--- src/source/bus_word_pkg.sv ---
// Bus layer word type, status byte bit positions and word size
`default_nettype none

package bus_word_pkg;

	// Address or data word of the bus layer
	typedef logic [31:0] bus_word_t;

	// Status byte layout, remaining bits stay zero
	localparam int STATUS_FAIL_BIT = 3;
	localparam int STATUS_BCAST_BIT = 2;

	localparam int BYTES_PER_WORD = 4;

endpackage

`default_nettype wire

--- src/source/host_frame_pkg.sv ---
// Host stream byte type, reply kinds, merge source codes and default flag byte
`default_nettype none

package host_frame_pkg;

	// One byte of the host byte stream
	typedef logic [7:0] host_byte_t;

	// First byte of a reply frame, also the command outcome
	typedef enum logic [7:0] {
		REPLY_ACK = 8'h06,
		REPLY_NAK = 8'h15
	} reply_kind_e;

	// Current owner of the host output
	typedef enum logic [1:0] {
		SRC_NONE,
		SRC_RX,
		SRC_REPLY
	} merge_src_e;

	// Start byte of every received frame unless overridden
	localparam host_byte_t DEFAULT_FLAG = 8'h42;

endpackage

`default_nettype wire
--- src/source/mbus_bridge_top.sv ---
// Bridge top level: receive framer, transmit deframer and output merger
`timescale 1ns/1ps
`default_nettype none

module mbus_bridge_top
	import host_frame_pkg::*;
	import bus_word_pkg::*;
#(
	parameter host_byte_t FLAG_BYTE = DEFAULT_FLAG
) (
	input wire clk,
	input wire reset,
	input wire host_byte_t time_tag,
	output logic tag_incr,
	input wire bus_word_t rx_addr,
	input wire bus_word_t rx_data,
	input wire rx_req,
	input wire rx_pend,
	input wire rx_fail,
	input wire rx_bcast,
	output logic rx_ack,
	output bus_word_t tx_addr,
	output bus_word_t tx_data,
	output logic tx_pend,
	output logic tx_req,
	input wire tx_ack,
	input wire tx_succ,
	input wire tx_fail,
	input wire host_byte_t in_data,
	input wire in_valid,
	input wire in_last,
	output logic in_ready,
	output host_byte_t out_data,
	output logic out_valid,
	output logic out_last,
	input wire out_ready
);

	// Received frame stream
	host_byte_t rf_data;
	logic rf_valid, rf_last, rf_ready;

	// Command outcome
	logic res_valid, res_ready;
	reply_kind_e res_kind;
	host_byte_t res_eid;

	rx_framer #(
		.FLAG_BYTE(FLAG_BYTE)
	) u_rx_framer (
		.clk(clk), .reset(reset),
		.time_tag(time_tag), .tag_incr(tag_incr),
		.rx_addr(rx_addr), .rx_data(rx_data), .rx_req(rx_req),
		.rx_pend(rx_pend), .rx_fail(rx_fail), .rx_bcast(rx_bcast), .rx_ack(rx_ack),
		.rf_data(rf_data), .rf_valid(rf_valid), .rf_last(rf_last), .rf_ready(rf_ready)
	);

	tx_deframer u_tx_deframer (
		.clk(clk), .reset(reset),
		.in_data(in_data), .in_valid(in_valid), .in_last(in_last), .in_ready(in_ready),
		.tx_addr(tx_addr), .tx_data(tx_data), .tx_pend(tx_pend), .tx_req(tx_req),
		.tx_ack(tx_ack), .tx_succ(tx_succ), .tx_fail(tx_fail),
		.res_valid(res_valid), .res_ready(res_ready),
		.res_kind(res_kind), .res_eid(res_eid)
	);

	reply_merger u_reply_merger (
		.clk(clk), .reset(reset),
		.rf_data(rf_data), .rf_valid(rf_valid), .rf_last(rf_last), .rf_ready(rf_ready),
		.res_valid(res_valid), .res_ready(res_ready),
		.res_kind(res_kind), .res_eid(res_eid),
		.out_data(out_data), .out_valid(out_valid), .out_last(out_last),
		.out_ready(out_ready)
	);

endmodule

`default_nettype wire

--- src/source/reply_merger.sv ---
// Output merger: received frames and two-byte replies onto the host output
`timescale 1ns/1ps
`default_nettype none

module reply_merger
	import host_frame_pkg::*;
(
	input wire clk,
	input wire reset,
	input wire host_byte_t rf_data,
	input wire rf_valid,
	input wire rf_last,
	output logic rf_ready,
	input wire res_valid,
	output logic res_ready,
	input wire reply_kind_e res_kind,
	input wire host_byte_t res_eid,
	output host_byte_t out_data,
	output logic out_valid,
	output logic out_last,
	input wire out_ready
);

	merge_src_e owner;
	merge_src_e sel;
	logic byte_idx;

	// Pick a new source only between frames, replies first
	always_comb begin
		if (owner != SRC_NONE)
			sel = owner;
		else if (res_valid)
			sel = SRC_REPLY;
		else if (rf_valid)
			sel = SRC_RX;
		else
			sel = SRC_NONE;
	end

	always_comb begin
		out_data = '0;
		out_valid = 1'b0;
		out_last = 1'b0;
		rf_ready = 1'b0;
		res_ready = 1'b0;
		case (sel)
			SRC_RX: begin
				out_data = rf_data;
				out_valid = rf_valid;
				out_last = rf_last;
				rf_ready = out_ready;
			end
			SRC_REPLY: begin
				// Kind byte then eid byte
				out_data = byte_idx ? res_eid : host_byte_t'(res_kind);
				out_valid = res_valid;
				out_last = byte_idx;
				res_ready = out_ready & byte_idx;
			end
			default: ;
		endcase
	end

	always_ff @(posedge clk) begin
		if (reset) begin
			owner <= SRC_NONE;
			byte_idx <= 1'b0;
		end else begin
			if (out_valid && out_ready && out_last)
				owner <= SRC_NONE;
			else
				owner <= sel;
			if (sel == SRC_REPLY && out_valid && out_ready)
				byte_idx <= ~byte_idx;
		end
	end

endmodule

`default_nettype wire

--- src/source/tx_deframer.sv ---
// Transmit deframer: host command frames into bus word requests plus outcome
`timescale 1ns/1ps
`default_nettype none

module tx_deframer
	import host_frame_pkg::*;
	import bus_word_pkg::*;
(
	input wire clk,
	input wire reset,
	input wire host_byte_t in_data,
	input wire in_valid,
	input wire in_last,
	output logic in_ready,
	output bus_word_t tx_addr,
	output bus_word_t tx_data,
	output logic tx_pend,
	output logic tx_req,
	input wire tx_ack,
	input wire tx_succ,
	input wire tx_fail,
	output logic res_valid,
	input wire res_ready,
	output reply_kind_e res_kind,
	output host_byte_t res_eid
);

	typedef enum logic [2:0] {
		EID, ADDR, DATA, REQUEST, WAIT_DONE, REPORT
	} tx_state_e;

	tx_state_e state;
	logic [1:0] byte_cnt;
	logic in_take;
	logic word_done;

	assign in_ready = (state == EID) || (state == ADDR) || (state == DATA);
	assign in_take = in_valid & in_ready;
	assign word_done = (byte_cnt == 2'(BYTES_PER_WORD - 1));
	assign tx_req = (state == REQUEST);
	assign res_valid = (state == REPORT);

	always_ff @(posedge clk) begin
		if (reset) begin
			state <= EID;
			byte_cnt <= 2'd0;
			tx_pend <= 1'b0;
		end else begin
			case (state)
				EID: begin
					if (in_take) begin
						byte_cnt <= 2'd0;
						state <= in_last ? REPORT : ADDR;
					end
				end
				ADDR: begin
					if (in_take) begin
						byte_cnt <= byte_cnt + 2'd1;
						// Address alone is a short frame
						if (in_last)
							state <= REPORT;
						else if (word_done)
							state <= DATA;
					end
				end
				DATA: begin
					if (in_take) begin
						byte_cnt <= byte_cnt + 2'd1;
						if (word_done) begin
							state <= REQUEST;
							tx_pend <= ~in_last;
						end else if (in_last) begin
							state <= REPORT;
						end
					end
				end
				REQUEST: begin
					if (tx_ack)
						state <= tx_pend ? DATA : WAIT_DONE;
				end
				WAIT_DONE: begin
					if (tx_succ || tx_fail)
						state <= REPORT;
				end
				REPORT: begin
					if (res_ready)
						state <= EID;
				end
				default: state <= EID;
			endcase
		end
	end

	// Address, data, eid and outcome registers
	always_ff @(posedge clk) begin
		if (in_take) begin
			case (state)
				EID: res_eid <= in_data;
				ADDR: tx_addr <= {tx_addr[23:0], in_data};
				default: tx_data <= {tx_data[23:0], in_data};
			endcase
		end
		if (in_take && in_last && !(state == DATA && word_done))
			res_kind <= REPLY_NAK;
		else if (state == WAIT_DONE && tx_succ)
			res_kind <= REPLY_ACK;
		else if (state == WAIT_DONE && tx_fail)
			res_kind <= REPLY_NAK;
	end

endmodule

`default_nettype wire

--- src/source/rx_framer.sv ---
// Receive framer: bus words from the bus layer into flagged host frames
`timescale 1ns/1ps
`default_nettype none

module rx_framer
	import host_frame_pkg::*;
	import bus_word_pkg::*;
#(
	parameter host_byte_t FLAG_BYTE = DEFAULT_FLAG
) (
	input wire clk,
	input wire reset,
	input wire host_byte_t time_tag,
	output logic tag_incr,
	input wire bus_word_t rx_addr,
	input wire bus_word_t rx_data,
	input wire rx_req,
	input wire rx_pend,
	input wire rx_fail,
	input wire rx_bcast,
	output logic rx_ack,
	output host_byte_t rf_data,
	output logic rf_valid,
	output logic rf_last,
	input wire rf_ready
);

	typedef enum logic [2:0] {
		IDLE, FLAG, TAG, CAPTURE, SHIFT, WAIT_NEXT, STATUS
	} rx_state_e;

	rx_state_e state, state_next;
	logic [1:0] req_sync;
	logic req_taken;
	logic req_new;
	logic first_word;
	logic pend_q, fail_q;
	logic [63:0] shift_q;
	logic [3:0] byte_cnt;
	host_byte_t tag_q;
	host_byte_t status_q;
	host_byte_t word_status;

	// A request counts once; wait for it to drop before taking the next
	assign req_new = req_sync[1] & ~req_taken;

	always_comb begin
		word_status = '0;
		word_status[STATUS_FAIL_BIT] = rx_fail;
		word_status[STATUS_BCAST_BIT] = rx_bcast;
	end

	always_ff @(posedge clk) begin
		if (reset) begin
			state <= IDLE;
			req_sync <= 2'b00;
			req_taken <= 1'b0;
			rx_ack <= 1'b0;
			first_word <= 1'b1;
		end else begin
			state <= state_next;
			req_sync <= {req_sync[0], rx_req};
			rx_ack <= (state == CAPTURE);
			if (state == CAPTURE)
				req_taken <= 1'b1;
			else if (!req_sync[1])
				req_taken <= 1'b0;
			if (state == IDLE)
				first_word <= 1'b1;
			else if (state == CAPTURE)
				first_word <= 1'b0;
		end
	end

	// Word capture and byte shifter
	always_ff @(posedge clk) begin
		if (state == CAPTURE) begin
			pend_q <= rx_pend;
			fail_q <= rx_fail;
			if (first_word) begin
				tag_q <= time_tag;
				shift_q <= {rx_addr, rx_data};
				byte_cnt <= rx_fail ? 4'(BYTES_PER_WORD) : 4'(2 * BYTES_PER_WORD);
				status_q <= word_status;
			end else begin
				shift_q <= {rx_data, 32'd0};
				byte_cnt <= rx_fail ? 4'd0 : 4'(BYTES_PER_WORD);
				status_q <= status_q | word_status;
			end
		end else if (state == SHIFT && rf_valid && rf_ready) begin
			shift_q <= {shift_q[55:0], 8'h00};
			byte_cnt <= byte_cnt - 4'd1;
		end
	end

	always_comb begin
		state_next = state;
		rf_valid = 1'b0;
		rf_last = 1'b0;
		rf_data = shift_q[63:56];
		tag_incr = 1'b0;
		case (state)
			IDLE, WAIT_NEXT: begin
				if (req_new)
					state_next = CAPTURE;
			end
			CAPTURE: begin
				// Later failed words skip straight to the status byte
				if (first_word)
					state_next = FLAG;
				else if (rx_fail)
					state_next = STATUS;
				else
					state_next = SHIFT;
			end
			FLAG: begin
				rf_valid = 1'b1;
				rf_data = FLAG_BYTE;
				if (rf_ready)
					state_next = TAG;
			end
			TAG: begin
				rf_valid = 1'b1;
				rf_data = tag_q;
				if (rf_ready) begin
					tag_incr = 1'b1;
					state_next = SHIFT;
				end
			end
			SHIFT: begin
				rf_valid = 1'b1;
				if (rf_ready && byte_cnt == 4'd1)
					state_next = (fail_q || !pend_q) ? STATUS : WAIT_NEXT;
			end
			STATUS: begin
				rf_valid = 1'b1;
				rf_last = 1'b1;
				rf_data = status_q;
				if (rf_ready)
					state_next = IDLE;
			end
			default: state_next = IDLE;
		endcase
	end

endmodule

`default_nettype wire

--- config.mk ---
export PLATFORM = sky130hd
export DESIGN_NAME = mbus_bridge_top
export DESIGN_NICKNAME = d
export VERILOG_FILES = /design/src/source/bus_word_pkg.sv /design/src/source/host_frame_pkg.sv /design/src/source/mbus_bridge_top.sv /design/src/source/reply_merger.sv /design/src/source/tx_deframer.sv /design/src/source/rx_framer.sv
export SDC_FILE = /design/constraint.sdc
export NUM_CORES = 1
export LEC_CHECK = 0
export BUFFER_PORTS_ARGS = -buffer_cell sky130_fd_sc_hd__buf_2
export CAP_MARGIN = 40
export CORE_MARGIN = 4
export CORE_UTILIZATION = 30
export DETAILED_ROUTE_END_ITERATION = 8
export PLACE_DENSITY = 0.55
export SYNTH_ARGS = -nofsm -noshare
export SYNTH_HDL_FRONTEND = slang
export SYNTH_SLANG_ARGS = --single-unit
--- constraint.sdc ---
create_clock -name clk -period 11.3 [get_ports clk]
set_clock_uncertainty 0.2 [all_clocks]
set_input_delay 3.39 -clock clk [delete_from_list [all_inputs] [get_ports clk]]
set_output_delay 3.39 -clock clk [all_outputs]
set_load 0.01 [all_outputs]
==> results.toml, run 1 <==
[clocking]
post-cts-setup-buffers = 0
holdBufCountCts = 0
cts_resized = 0
clk_pin_slew_worst_paths_ns = 0.07
h-tree-depth = 4
cts_buffers = 17
cts_max_path_buffers = 2
cts.sinks = 171
clkLatencyLatePin_ns = 0.42
cts_tree = "yes"
cts_root_buf = "clkbuf_16"

[critical_path]
critPathLaunch = "out_ready"
cp-start-kind = "input port"
critPathKind = "input port to primary output"
cp_cell_sequence = "buf_2 -> nand2_1 -> nor2_1 -> buf_2"
arrival_ns = 4.00
critPathTopFamily = "buffers and inverters"
crit_path_top_delay_cell = "buf_2"
regToRegStartpoint = "u_rx_framer.state[2]"
rrSetupSlack_ns = 8.19
path_buf_inv = 2
required_ns = 7.71
max_stage_delay_ns = 0.18
critPathMaxFanout = 7
end_kind = "primary output"
crit_path_frequent_cell = "buf_2"

[drt]
vias = 4981
ant_nets = 0
drt_wl_total_um = 16900
first_iter_violations = 309
wl_per_cell_um = 15.7
drc = 0
drt-pass1-iter-count = 4
viasPerCell = 4.60

[floorplanning]
num_rows = 56
dieHeight_um = 164
die_x_um = 164
dieArea_um2 = 27000
initial_core_util_pct = 30.9
pin_count = 171
fp.coreArea_um2 = 23800

[synth]
syn_area_um2 = 7340
synth_fa_ha_area_share_pct = 1.36
synth_top_area_cell = "edfxtp_1"
synth.most_common_cell = "edfxtp_1"
yosysWarnings = 0
synth_seq_cells = 171
synth_cell_type_count = 53
synthesis.nets = 690
synth_compound_area_share_pct = 9.13
synth_top_family_by_area = "simple AND/OR/NAND/NOR gates"
synth_xor_area_share_pct = 0.358
syn-mean-instance-area_um2 = 12.4
yosysSeqAreaShare_pct = 67.3
yosys.area.top_type_share_pct = 62.1
synth_edf_count = 152
synthCells = 590
synth.area.mux_share_pct = 4.96
synth.area.top_cells = "edfxtp_1 62%, dfxtp_1 5.2%, mux2i_1 4.5%"
async_flop_share_pct = 0
synth_commonest_cells = "152 x edfxtp_1, 68 x nand2_1, 60 x a21oi_1"
synth-simple-area-share_pct = 13.7
synth_ff_type = "edfxtp_1"

[power_and_ir_drop]
ir_drop_uv = 96.1
power.density_nw_per_um2 = 195
leakage_nw = 3.75

[grt]
grt_pass1_vias = 4792
grt_max_degree = 90
grtUsageTotal_pct = 12.4
grt_pass1_wl_um = 26100
grt-ovfl-total = 0
antenna_found_initial = 2

[place]
finalWeightedCongestion = 0.769
port_buffers = 170
dp_hpwl_um = 12000
preCtsSetupSlack_ns = 3.73
dpl-instance-area_um2 = 8550

[sta]
tns_ns = 0
slew_violations = 0
rsz0062_at_grt = "false"
post-route-worst-setup-slack_ns = 3.71
relSlewSlack_pct = 43.0
worstMarginPinSlew_ns = 0.855
period_minus_slack_ns = 7.59
finalHoldViolations = 0
timing.final.crit_share_pct = 67.2
finalSetupViolCount = 0
fmax_ghz = 0.132
fin_hold_ws_ns = 0.228

[min_path]
hp-class = "flop to flop"
holdCritStartpoint = "u_rx_framer.req_sync[0]"

[run]
drv_cap = 0

[layout]
syn_to_final_growth_pct = 24.5
layout.nets = 850
n_antenna_cell = 0
drive_gt1_share_pct = 29.4
finalInstanceArea_um2 = 9140

[run_status]
outcome = "finished, final reports clean"
## flip-flops by register name, summed over array words and instances, names as in the netlist, 2 cells and up
register	count
u_rx_framer.shift_q	64
u_tx_deframer.tx_addr	32
u_tx_deframer.tx_data	32
u_rx_framer.tag_q	8
u_tx_deframer.res_eid	8
u_rx_framer.byte_cnt	4
u_rx_framer.state	3
u_tx_deframer.state	3
u_reply_merger.owner	2
u_rx_framer.req_sync	2
u_rx_framer.status_q	2
u_tx_deframer.byte_cnt	2
u_tx_deframer.res_kind	2
## logic make-up after synthesis
group                      after synthesis
DFF                                    171
and+or+nand+nor                        210
buffers and inverters                   52
adders and majority gates                8
muxes                                   36
AOI/OAI and AO/OA                      110
xor gates and xnor gates                 3
## cell usage in the layout (no fill, tap or decap), drive strengths merged, types with 2 or more instances in the layout
| cell type | synthesis | routed |
|---|---|---|
| clkinvlp | 0 | 3 |
| o32ai | 2 | 2 |
| nor3 | 4 | 4 |
| and2 | 4 | 4 |
| o211ai | 3 | 3 |
| a211oi | 2 | 2 |
| edfxtp | 152 | 152 |
| nand3 | 25 | 25 |
| and3 | 14 | 14 |
| or3 | 3 | 3 |
| a21oi | 60 | 60 |
| nand2b | 11 | 11 |
| inv | 15 | 23 |
| or2 | 2 | 2 |
| o31ai | 2 | 2 |
| o21ai | 18 | 18 |
| dfxtp | 19 | 19 |
| a21o | 2 | 2 |
| nand2 | 68 | 68 |
| nor2 | 55 | 55 |
| xnor2 | 2 | 2 |
| bufinv | 0 | 2 |
| a31oi | 5 | 5 |
| mux2i | 33 | 33 |
| buf | 16 | 178 |
| mux2 | 3 | 3 |
| a311oi | 2 | 2 |
| and2b | 2 | 2 |
| nor2b | 11 | 11 |
| clkbuf | 21 | 19 |
| nand3b | 3 | 3 |
| ha | 8 | 8 |
| nor4b | 2 | 2 |
| a21boi | 5 | 5 |
## area by class of cell
| class | instances | area [um^2] |
|---|---|---|
| clock buffer | 19 | 433 |
| clock inverter | 13 | 155 |
| fill | 2303 | 14600 |
| inverter | 15 | 56.3 |
| multi-input combinational | 367 | 2190 |
| sequential | 171 | 4950 |
| tap | 319 | 399 |
| timing repair buffer | 178 | 963 |
## power by group
part | total (mW) | switching (mW) | leakage [nW] | internal (mW)
logic | 0.380 | 0.232 | 1.92 | 0.148
clock network | 0.586 | 0.253 | 0.278 | 0.333
registers | 0.820 | 0.0456 | 1.55 | 0.774
total | 1.79 | 0.531 | 3.75 | 1.26
## routing by layer
layer,wire length (um),track usage [%],vias up
li1,-,-,2473
met1,7920,17.4,2314
met2,7440,19.1,177
met3,1410,3.49,13
met4,148,3.18,4
met5,24,0,-
## path summary, 6_finish.rpt
kind | end | cells after the start
worst min-delay path | u_rx_framer.req_sync[1] | 1
worst max-delay path | tag_incr | 4
worst min register to register | u_rx_framer.req_sync[1] | 1
worst max register to register | u_rx_framer.shift_q[38] | 8
## per-stage QoR
stage | total power, mW | util, % | cells
finish | 1.79 | 38.5 | 1082
global route | 1.89 | 38.5 | 1082
CTS | 1.81 | 38.5 | 1082
detailed placement | 1.22 | 36.0 | 1050
global placement | 1.20 | 35.7 | 1047
floorplan | 1.10 | - | 590
(Power assumes the default switching activity.)
==> inputs of run 2 (changes only) <==
Settings changed: PLACE_DENSITY 0.55 to 0.56.
Clock period 11.3 ns to 6.8 ns, I/O delays scaled along.
==> results.toml, run 2 (synthesis gave the netlist of run 1 again) <==
[sta]
post-route-worst-setup-slack_ns = 1.67
relSlewSlack_pct = 44.0
slew_violations = 0
finalSetupViolCount = 0
tns_ns = 0
period_minus_slack_ns = 5.13
rsz0062_at_grt = "false"
fmax_ghz = 0.195
worstMarginPinSlew_ns = 0.840
timing.final.crit_share_pct = 75.5
finalHoldViolations = 0

[power_and_ir_drop]
fin_total_pwr_mw = 2.88
ir_drop_uv = 140
power.density_nw_per_um2 = 317
leakage_nw = 3.73

[critical_path]
critPathMaxFanout = 19
critPathLaunch = "u_rx_framer.state[2]"
end_kind = "primary output"
required_ns = 4.56
critPathKind = "flop to primary output"
regToRegStartpoint = "u_rx_framer.state[2]"
arrival_ns = 2.89
cp-start-kind = "flop"

[floorplanning]
dieArea_um2 = 27000
fp.coreArea_um2 = 23800
dieHeight_um = 164
pin_count = 171
num_rows = 56
initial_core_util_pct = 30.9
die_x_um = 164

[layout]
final_cell_mix = "170 x buf_2, 152 x edfxtp_1, 68 x nand2_1, 60 x a21oi_1, 53 x nor2_1"
largest_register_ffs = 64
final_common_cell = "buf_2"
multi_input_area_um2 = 2180
n_antenna_cell = 0
syn_to_final_growth_pct = 23.6
top_register = "u_rx_framer.shift_q"
seq_area_um2 = 4950
layout.nets = 851
fillCellCount = 2323
largestRegisters = "u_rx_framer.shift_q: 64 flops, u_tx_deframer.tx_addr: 32 flops, u_tx_deframer.tx_data: 32 flops"
drive_gt1_share_pct = 29.6

[drt]
viasPerCell = 4.56
vias = 4935
wl_per_cell_um = 15.7
first_iter_violations = 311
ant_nets = 0
drc = 0
drt_wl_total_um = 17000
drt-pass1-iter-count = 5

[grt]
grtUsageTotal_pct = 12.4
grt_pass1_vias = 4834
grt-ovfl-total = 0
grt_max_degree = 70
antenna_found_initial = 1
grt_pass1_wl_um = 26000

[place]
preCtsSetupSlack_ns = 1.88
dp_hpwl_um = 12200
port_buffers = 170
finalWeightedCongestion = 0.750

[clocking]
cts_buffers = 17
clkLatencyLatePin_ns = 0.42
post-cts-setup-buffers = 0
cts_resized = 0
h-tree-depth = 4
clk_pin_slew_worst_paths_ns = 0.07
cts_max_path_buffers = 2
holdBufCountCts = 0
cts_tree = "yes"
cts_root_buf = "clkbuf_16"
cts.sinks = 171

[min_path]
hp-class = "flop to flop"
holdCritStartpoint = "u_tx_deframer.tx_addr[1]"

[run_status]
outcome = "finished, final reports clean"

[run]
drv_cap = 0
==> run 2: cell types whose count changed in the layout (fill, tap and decap cells not counted), sizes merged <==
cell | before | now
buf | 178 | 179
clkinvlp | 3 | 1
clkbuf | 19 | 18
clkinv | 0 | 8
bufinv | 2 | 0
inv | 23 | 20
==> run 2: worst max-delay path, stage by stage, from the launching register on <==
cell and delay (ns):
dfxtp_1 0.55, or3_1 0.50, a31oi_1 0.29, ha_1 0.33, and2_1 0.34, nand2_1 0.09, a21oi_1 0.20, buf_2 0.18
==> run 2: layout make-up <==
type	count	area share (%)
flip-flops and latches	171	54.5
multi-input cells	367	24.1
repair buffers	179	10.5
clock buffers	18	4.73
well taps	319	4.40
clock inverters	14	1.24
inverters	15	0.620
==> run 2: layer usage <==
metal,vias to the layer above,part of all wire (%),track usage (%)
li1,2471,-,-
met1,2272,46,16.9
met2,178,45,19.6
met3,12,7.8,3.59
met4,2,0.78,3.18
met5,-,0.065,0
==> run 2: path summary, 6_finish.rpt <==
path / end / slack, ns / cells after the start
worst min register to register: u_tx_deframer.tx_addr[9] / 0.24 / 0
worst min-delay path: u_tx_deframer.tx_addr[9] / 0.24 / 0
worst max register to register: u_rx_framer.state[1] / 3.80 / 8
worst max-delay path: out_data[3] / 1.67 / 7
==> run 2: per-stage QoR <==
| stage | util [%] | hold slack [ns] | cell area, um^2 | instances |
|---|---|---|---|---|
| 6_report | 38.2 | 0.243 | 9080 | 1083 |
| 3_3_place_gp | 35.7 | 0.224 | 8490 | 1049 |
| 3_5_place_dp | 35.9 | 0.227 | 8540 | 1051 |
| 5_1_grt | 38.2 | 0.247 | 9080 | 1083 |
| 4_1_cts | 38.2 | 0.241 | 9080 | 1083 |
| 2_1_floorplan | - | 0.214 | 7350 | 590 |
==> run 2: power breakdown <==
group,switching (mW),internal [mW],leakage [nW]
Clock,0.418,0.475,0.267
Sequential,0.0761,1.29,1.55
Combinational,0.380,0.246,1.91
